==> src/design/i2cMonPkg.sv <==
package i2cMonPkg;

	// ********************
	// frame geometry
	// ********************

	localparam int BitsPerByte = 9; // eight data bits and the acknowledge
	localparam int MaxFrameBytes = 8;
	localparam int AckSlot = BitsPerByte - 1; // slot of the acknowledge within a byte
	localparam int ByteIdxWidth = $clog2(MaxFrameBytes);
	localparam int SlotIdxWidth = $clog2(BitsPerByte);

	// room for a complete frame of the largest size
	localparam int BitCountWidth = $clog2(MaxFrameBytes * BitsPerByte + 1);

	typedef logic [BitCountWidth-1:0] bitCountT;

	// ********************
	// results
	// ********************

	localparam int FrameCountWidth = 16;

	typedef logic [FrameCountWidth-1:0] frameCountT;

	typedef enum logic [1:0] {
		statusIdle,
		statusActive,
		statusMatched,
		statusFailed
	} frameStatusE;

endpackage

==> src/design/i2cLineSync.sv <==
`timescale 1ns/1ps

module i2cLineSync #(
	parameter int SyncStages = 2
) (
	input logic clk,
	input logic reset,
	input logic scl,
	input logic sda,
	output logic sclRise,
	output logic sdaBit,
	output logic startSeen,
	output logic stopSeen
);

	logic [SyncStages-1:0] sclChain;
	logic [SyncStages-1:0] sdaChain;
	logic sclNow;
	logic sdaNow;
	logic sclPrev;
	logic sdaPrev;

	assign sclNow = sclChain[SyncStages-1];
	assign sdaNow = sdaChain[SyncStages-1];

	// ********************
	// synchronizers
	// ********************

	always_ff @(posedge clk) begin
		if (reset) begin
			sclChain <= '1; // idle bus has both lines high
			sdaChain <= '1;
			sclPrev <= 1'b1;
			sdaPrev <= 1'b1;
		end else begin
			sclChain <= {sclChain[SyncStages-2:0], scl};
			sdaChain <= {sdaChain[SyncStages-2:0], sda};
			sclPrev <= sclNow;
			sdaPrev <= sdaNow;
		end
	end

	// ********************
	// edge and condition pulses
	// ********************

	always_ff @(posedge clk) begin
		if (reset) begin
			sclRise <= 1'b0;
			startSeen <= 1'b0;
			stopSeen <= 1'b0;
		end else begin
			sclRise <= sclNow & ~sclPrev;
			startSeen <= sclNow & sclPrev & sdaPrev & ~sdaNow; // scl must already be high
			stopSeen <= sclNow & sclPrev & ~sdaPrev & sdaNow;
		end
	end

	always_ff @(posedge clk) begin
		sdaBit <= sdaNow; // lines up with sclRise
	end

endmodule

==> src/design/i2cFrameMatcher.sv <==
`timescale 1ns/1ps

module i2cFrameMatcher import i2cMonPkg::*; #(
	parameter int NumBytes = 3,
	parameter logic [NumBytes*8-1:0] ExpectedFrame = 24'hA0_5C_3E
) (
	input logic clk,
	input logic reset,
	input logic sclRise,
	input logic sdaBit,
	input logic startSeen,
	input logic stopSeen,
	output frameStatusE frameStatus,
	output bitCountT bitsMatched,
	output logic frameDone
);

	localparam logic [ByteIdxWidth-1:0] LastByte = ByteIdxWidth'(NumBytes - 1);
	localparam logic [SlotIdxWidth-1:0] AckIdx = SlotIdxWidth'(AckSlot);

	logic [ByteIdxWidth-1:0] byteIdx;
	logic [SlotIdxWidth-1:0] slotIdx;
	logic isAck;
	logic lastBit;
	logic expBit;
	int dataIdx;

	// ********************
	// expected bit select
	// ********************

	always_comb begin
		isAck = (slotIdx == AckIdx);
		lastBit = isAck && (byteIdx == LastByte);
		// first byte on the bus sits in the top byte, msb first
		dataIdx = (NumBytes - 1 - int'(byteIdx)) * 8 + 7 - int'(slotIdx[2:0]);
		if (isAck) begin
			expBit = 1'b0; // acknowledge must be driven low
		end else begin
			expBit = ExpectedFrame[dataIdx];
		end
	end

	// ********************
	// frame state
	// ********************

	always_ff @(posedge clk) begin
		if (reset) begin
			frameStatus <= statusIdle;
			bitsMatched <= '0;
			byteIdx <= '0;
			slotIdx <= '0;
			frameDone <= 1'b0;
		end else begin
			frameDone <= 1'b0;
			if (startSeen) begin
				frameStatus <= statusActive; // a repeated start also lands here
				bitsMatched <= '0;
				byteIdx <= '0;
				slotIdx <= '0;
			end else if (frameStatus == statusActive) begin
				if (stopSeen) begin
					frameStatus <= statusFailed; // frame cut short
					frameDone <= 1'b1;
				end else if (sclRise) begin
					if (sdaBit != expBit) begin
						frameStatus <= statusFailed;
						frameDone <= 1'b1;
					end else begin
						bitsMatched <= bitsMatched + 1'b1;
						if (lastBit) begin
							frameStatus <= statusMatched;
							frameDone <= 1'b1;
						end else if (isAck) begin
							slotIdx <= '0;
							byteIdx <= byteIdx + 1'b1;
						end else begin
							slotIdx <= slotIdx + 1'b1;
						end
					end
				end
			end
		end
	end

endmodule

==> src/design/i2cStatusReport.sv <==
`timescale 1ns/1ps

module i2cStatusReport import i2cMonPkg::*; (
	input logic clk,
	input logic reset,
	input frameStatusE frameStatus,
	input logic frameDone,
	output frameStatusE lastResult,
	output frameCountT matchCount,
	output frameCountT failCount
);

	localparam frameCountT CountMax = '1;

	logic isMatch;
	logic isFail;

	assign isMatch = (frameStatus == statusMatched);
	assign isFail = (frameStatus == statusFailed);

	// ********************
	// last result
	// ********************

	always_ff @(posedge clk) begin
		if (reset) begin
			lastResult <= statusIdle;
		end else if (frameDone) begin
			lastResult <= frameStatus; // held until the next frame ends
		end
	end

	// ********************
	// frame counters
	// ********************

	always_ff @(posedge clk) begin
		if (reset) begin
			matchCount <= '0;
			failCount <= '0;
		end else if (frameDone) begin
			if (isMatch && matchCount != CountMax) begin
				matchCount <= matchCount + 1'b1; // saturates at all ones
			end
			if (isFail && failCount != CountMax) begin
				failCount <= failCount + 1'b1;
			end
		end
	end

endmodule

==> src/design/i2cFrameMonitor.sv <==
`timescale 1ns/1ps

module i2cFrameMonitor import i2cMonPkg::*; #(
	parameter int NumBytes = 3,
	parameter logic [NumBytes*8-1:0] ExpectedFrame = 24'hA0_5C_3E,
	parameter int SyncStages = 2
) (
	input logic clk,
	input logic reset,
	input logic scl,
	input logic sda,
	output frameStatusE frameStatus,
	output bitCountT bitsMatched,
	output logic frameDone,
	output frameStatusE lastResult,
	output frameCountT matchCount,
	output frameCountT failCount
);

	logic sclRise;
	logic sdaBit;
	logic startSeen;
	logic stopSeen;

	i2cLineSync #(
		.SyncStages(SyncStages)
	) lineSync (
		.clk(clk),
		.reset(reset),
		.scl(scl),
		.sda(sda),
		.sclRise(sclRise),
		.sdaBit(sdaBit),
		.startSeen(startSeen),
		.stopSeen(stopSeen)
	);

	i2cFrameMatcher #(
		.NumBytes(NumBytes),
		.ExpectedFrame(ExpectedFrame)
	) frameMatcher (
		.clk(clk),
		.reset(reset),
		.sclRise(sclRise),
		.sdaBit(sdaBit),
		.startSeen(startSeen),
		.stopSeen(stopSeen),
		.frameStatus(frameStatus),
		.bitsMatched(bitsMatched),
		.frameDone(frameDone)
	);

	i2cStatusReport statusReport (
		.clk(clk),
		.reset(reset),
		.frameStatus(frameStatus),
		.frameDone(frameDone),
		.lastResult(lastResult),
		.matchCount(matchCount),
		.failCount(failCount)
	);

endmodule

==> config.mk <==
export PLATFORM = sky130hd
export DESIGN_NAME = i2cFrameMonitor
export DESIGN_NICKNAME = d
export VERILOG_FILES = /design/src/design/i2cMonPkg.sv /design/src/design/i2cLineSync.sv /design/src/design/i2cFrameMatcher.sv /design/src/design/i2cStatusReport.sv /design/src/design/i2cFrameMonitor.sv
export SDC_FILE = /design/constraint.sdc
export NUM_CORES = 1
export LEC_CHECK = 0
export CAP_MARGIN = 10
export CORE_MARGIN = 2
export CORE_UTILIZATION = 60
export DETAILED_ROUTE_END_ITERATION = 12
export DONT_BUFFER_PORTS = 1
export PLACE_DENSITY = 0.76
export SKIP_LAST_GASP = 1
export SYNTH_ARGS = -nofsm -noshare
export SYNTH_HDL_FRONTEND = slang
export SYNTH_SLANG_ARGS = --single-unit
==> constraint.sdc <==
create_clock -name clk -period 4.9 [get_ports clk]
set_input_delay 0.735 -clock clk [delete_from_list [all_inputs] [get_ports clk]]
set_output_delay 0.735 -clock clk [all_outputs]
set_load 0.02 [all_outputs]
Yosys cells after proc, flatten, opt, wreduce, memory -nomap -nowiden
Memory sizes are Yosys's and may differ from the RTL's.
Index checks and enable logic that the tools add are counted.

storage, ports and cells
  word-level logic and storage cells = 79
  register bits = 61
  memories kept = 1
  ROM bits = 32
  bits in latches = 0
  memory bits (writable) = 0
  input bits = 4
  output and inout bits = 44

cells by class
  multiply operators = 0
  eq/ne operators = 8
  $add $sub $neg = 8
  bitwise operators = 13
  multiplexer cells = 14
  shift-type cells = 0
  reductions and logical operators = 17
  divide/modulo/power cells = 0
  order comparisons = 1

memories
  memory            depth  bits a word  rd ports  clocked after Yosys merged registers in  write ports  line                   source
  (name not given)  32     1            1         0                                        0            i2cFrameMatcher.sv:40  expBit = ExpectedFrame[dataIdx];

operators with widths
  cell                                                          number
  adder 16 x 1 -> 16 bit (second input constant)                2
  adder 32 x 4 -> 32 bit (second input constant)                1
  less-than comparator 32 x 7 -> 1 bit (second input constant)  1
  inequality test 16 bit (second input constant)                2
  subtractor 32 x 4 -> 32 bit                                   1
  2-to-1 mux 1 bit                                              9
  2-to-1 mux 2 bit                                              4
  adder 7 x 1 -> 7 bit (second input constant)                  1
  inverter 1 bit                                                7
  bitwise AND 1 bit                                             6
  AND reduction 3 bit                                           2
  AND reduction 6 bit                                           1
  nonzero test 3 bit                                            2
  AND reduction 5 bit                                           1
  adder 4 x 1 -> 4 bit (second input constant)                  1
  == test 2 bit (second input constant)                         2
  == test 4 bit (second input constant)                         1
  2-to-1 mux 4 bit                                              1
  AND reduction 2 bit                                           2
  AND reduction 4 bit                                           1
  nonzero test 2 bit                                            2
  nonzero test 4 bit                                            1
  subtractor 2 x 3 -> 4 bit (first input constant)              1
  adder 3 x 1 -> 3 bit (second input constant)                  1
  other kinds (6)                                               8

Depth between registers and ports, before layout
  word-level depth = 13
  gate-level depth with buffers = 8
  mapped depth without buffers = 7

Modules after synthesis
Synthesis repeated with hierarchy kept, for this count alone.

unflattened totals
  cell total of the unflattened synthesis = 338
  area, all modules = 3,044.2 sq um

by module, submodules not included
  module           times used  cells an instance  area an instance (sq um)  seq. area each (sq um)
  i2cStatusReport  1           196                1,709.1                   680.7
  i2cFrameMatcher  1           122                1,044.8                   340.3
  i2cLineSync      1           20                 290.3                     200.2

Worst setup path before layout
Ideal clock, no wire load.

  kind = reg2reg
  from = register frameMatcher.byteIdx[0]
  to = register frameMatcher.frameDone
  clock period less this slack = 2.136 ns
  path buffers = 0
  setup slack = 2.764 ns
  stages on the path, launching flop included = 8
  required time = 4.778 ns
  arrival time = 2.014 ns
  setup time = 0.122 ns
  cell sequence = dfxtp_1 inv_1 ha_1 o21ai_0 nand2_2 o31ai_1 nand2_2 o311a_1

between the ends
  cells in the longest elaborated chain, start to end = 11
  elaborated cells on any way between the ends = 14
  those cells by class = 3 x add/sub; 2 x eq/ne; 7 x mux; 1 x reduce/logical; 1 x memory

ends and longest elaborated chain
  element                                               line                   source
  from (decl)                                           i2cFrameMatcher.sv:21  logic [ByteIdxWidth-1:0] byteIdx;
  from (signal assigned)                                i2cFrameMatcher.sv:77  byteIdx <= byteIdx + 1'b1;
  subtractor 2 x 3 -> 4 bit                             i2cFrameMatcher.sv:36  dataIdx = (NumBytes - 1 - int'(byteIdx)) * 8 + 7 - int'(slotIdx[2:0]);
  adder 32 x 4 -> 32 bit                                i2cFrameMatcher.sv:36
  subtractor 32 x 4 -> 32 bit                           i2cFrameMatcher.sv:36
  memory read (32 x 1 bit)                              --
  2-to-1 mux 1 bit (implied by the code) (2 in series)  i2cFrameMatcher.sv:40
  2-to-1 mux 1 bit                                      i2cFrameMatcher.sv:37  if (isAck) begin
  inequality test 1 bit                                 i2cFrameMatcher.sv:67  if (sdaBit != expBit) begin
  2-to-1 mux 1 bit (*)                                  i2cFrameMatcher.sv:67
  2-to-1 mux 1 bit (*)                                  i2cFrameMatcher.sv:66  end else if (sclRise) begin
  2-to-1 mux 1 bit (*)                                  i2cFrameMatcher.sv:63  if (stopSeen) begin
  to (signal assigned)                                  i2cFrameMatcher.sv:65  frameDone <= 1'b1;
  to (signal assigned)                                  i2cFrameMatcher.sv:69  frameDone <= 1'b1;
  to (signal assigned)                                  i2cFrameMatcher.sv:74  frameDone <= 1'b1;
  to (decl)                                             i2cFrameMatcher.sv:15  output logic frameDone

Every way passes the cells marked *; elsewhere a longest branch is shown, timed or not. The select of a mux whose other input is x is not followed.
A chain may end at the register's enable or synchronous reset.

Final worst setup path
Ends and elaborated chain as after synthesis.

==> reports/results.ini <==
[grt]
grt_pass1_wl_um = 9420
grt_overflow = 0
grt_max_degree = 50
grt_pass1_vias = 2120
grt_antenna_before_repair = 0
grt_use_total_pct = 22.7

[cells_and_area]
multi_input_comb_area_sq_mm = 0.00161
fillers = 399
final_cell_mix = dfxtp_1, nor2_1, nand2_1, xor2_1, nand4_1
area_growth_pct = 8.00
nets = 331
final_core_util_pct = 66.7
layout_commonest_cell = dfxtp_1
regArea_sq_mm = 0.00122
drive_gt1_share_pct = 9.29
num_antenna_cells = 0

[clock_tree]
clock_path_buffers = 2
worstSkewPairLatency_ns = 0.34
hold_buffers = 0
cts_setup_buffers = 0
htree_levels = 3
root_buffer = clkbuf_8
clkTransAtPathRegs_ns = 0.07
cts.sinks = 61
tritoncts = yes
cts_made_buffers = 9
post_cts_resized = 0

[die]
ios = 48
dieArea_sq_mm = 0.00537
core_sq_mm = 0.00466
initial_core_util_pct = 61.7
die_y_um = 73.3
dieWidth_um = 73.3
rows = 25

[synth]
syn_inst = 320
ys_types = 47
syn_nets = 331
synth_seq_area_share_pct = 42.4
synth_top_area_cell = dfxtp_1
syn_avg_cell_area_sq_um = 8.99
netlist_area_sq_mm = 0.00288
ys_top_cells_by_area = dfxtp_1, xor2_1, nor2_1, nand4_1, ha_1
synth-seq-cells = 61
yosysWarnings = 0
synth_top_area_share_pct = 42.4

[hold_path]
min_path_cells = 0
hold_class = register to register

[pwr]
peakVddDrop_mv = 0.232
power_density_mw_per_mm2 = 312
power_uw = 969
leakagePower_uw = 0.00112

[route]
drt_iter0_drc = 85
avgViaCountPerCell = 6.15
drt_wl_total_um = 5670
drt-met1-wl_um = 2610
top_layer_used = met4
dr_wl_met3_um = 321
vias = 2319
drt_pass1_iterations = 4
drc = 0
dr_wl_met2_um = 2680
wl_per_cell_um = 15.0
drtAntennaViolNets = 0

[timing]
skew_ns = 0.00687
timing.fmax_mhz = 422
finalCritPeriodShare_pct = 48.4
drv_slew = 0
finalSetupViolations = 0
rsz0062_at_grt = false
max_slew_margin_pct = 39.8
hold_violations = 0
setup_tns_ns = 0
tightest_slew_ns = 0.900
setup_slack_ns = 2.53
fin_crit_ns = 2.37

[worst_setup_path]
startpoint_type = register
arrival_ns = 2.60
path_class = register to register
cp-end-kind = register
critPathMaxFanout = 6
required_ns = 5.13
reg2reg_depth = 7

[placement]
dp_hpwl_um = 3900
dp_slack_ns = 2.44
portBuffers = 0
gp_congestion = 0.891

[outcome]
outcome = finished clean

[flow_run]
maxCapViolations = 0

-- state kept, by name (all words and copies together) (netlist names) --
name and cells:
frameMatcher.slotIdx 4, statusReport.lastResult 2, statusReport.failCount 16, lineSync.startSeen 1, lineSync.sdaBit 1, frameMatcher.byteIdx 3
frameMatcher.bitsMatched 7, statusReport.matchCount 16, frameMatcher.frameDone 1, lineSync.sclRise 1, lineSync.sdaChain 2, lineSync.sclChain 2
lineSync.sclPrev 1, frameMatcher.frameStatus 2, lineSync.stopSeen 1, lineSync.sdaPrev 1
-- report_power, final --
group / total [uW] / internal (uW) / switching, uW
registers: 502 / 499 / 2.94
logic: 12.8 / 5.37 / 7.42
clock network: 454 / 271 / 183
-- path summary, 6_finish.rpt --
kind                                         from                                end  slack [ns]
max          frameMatcher.byteIdx[0]$_SDFFE_PP0P_  frameMatcher.frameDone$_SDFF_PP0_        2.53
min reg2reg       lineSync.sdaChain[1]$_SDFF_PP1_            lineSync.sdaBit$_DFF_P_        0.40
max reg2reg  frameMatcher.byteIdx[0]$_SDFFE_PP0P_  frameMatcher.frameDone$_SDFF_PP0_        2.53
min               lineSync.sdaChain[1]$_SDFF_PP1_            lineSync.sdaBit$_DFF_P_        0.40
-- synthesized netlist by cell type (all sizes together) --
| cell | number |
|---|---|
| and2b | 1 |
| o211ai | 4 |
| nor4 | 4 |
| nand2 | 24 |
| inv | 4 |
| or4 | 3 |
| nor2b | 1 |
| nand4b | 1 |
| nand4 | 15 |
| nand3b | 4 |
| and3 | 10 |
| nor3b | 5 |
| or3 | 6 |
| nand3 | 13 |
| nor4b | 1 |
| o31a | 1 |
| nor4bb | 1 |
| xor2 | 19 |
| o2111ai | 2 |
| nor2 | 43 |
| clkbuf | 9 |
| nand2b | 1 |
| ha | 7 |
| and2 | 4 |
| o311ai | 5 |
| a311oi | 1 |
| nand4bb | 1 |
| or2 | 9 |
| and4 | 7 |
| a21oi | 5 |
| nor3 | 5 |
| buf | 2 |
| o21ai | 7 |
| a211oi | 6 |
| a31oi | 2 |
| dfxtp | 61 |
| and3b | 2 |
| mux2i | 7 |
| o31ai | 8 |
| o311a | 1 |
| xnor2 | 8 |
-- worst max-delay path: stages (launching register included) --
cell	delay [ns]
dfxtp_1	0.40
inv_1	0.09
ha_1	0.36
o21ai_0	0.12
nand2_2	0.11
o31ai_1	0.62
nand2_2	0.19
o311a_1	0.37
-- through the flow --
stage,cells,hold slack (ns),area (sq um)
2_1_floorplan,320,0.354,2880
3_3_place_gp,363,0.387,2900
3_5_place_dp,363,0.381,2900
4_1_cts,377,0.397,3100
5_1_grt,377,0.409,3110
6_report,377,0.400,3110
-- layer usage --
layer	vias to the layer above	global-route usage [%]
met3	4	8.50
met2	54	36.6
met5	-	0
met4	0	9.05
met1	1086	27.4
li1	1175	-
-- area by class of cell --
class / count / area share, %
clock inverter: 1 / 0.966
clock buffer: 13 / 5.43
multi-input combinational: 244 / 51.7
sequential: 61 / 39.3
inverter: 4 / 0.483
tap: 54 / 2.17
-- logic make-up after synthesis --
logic type / synth area share, %
buf+inv: 2.00
compound gates: 10.7
fa+ha+maj: 3.04
simple gates: 31.2
flops: 42.4
mux: 2.43
xor+xnor: 8.22
Note: power is estimated with default switching activity, not from simulation.
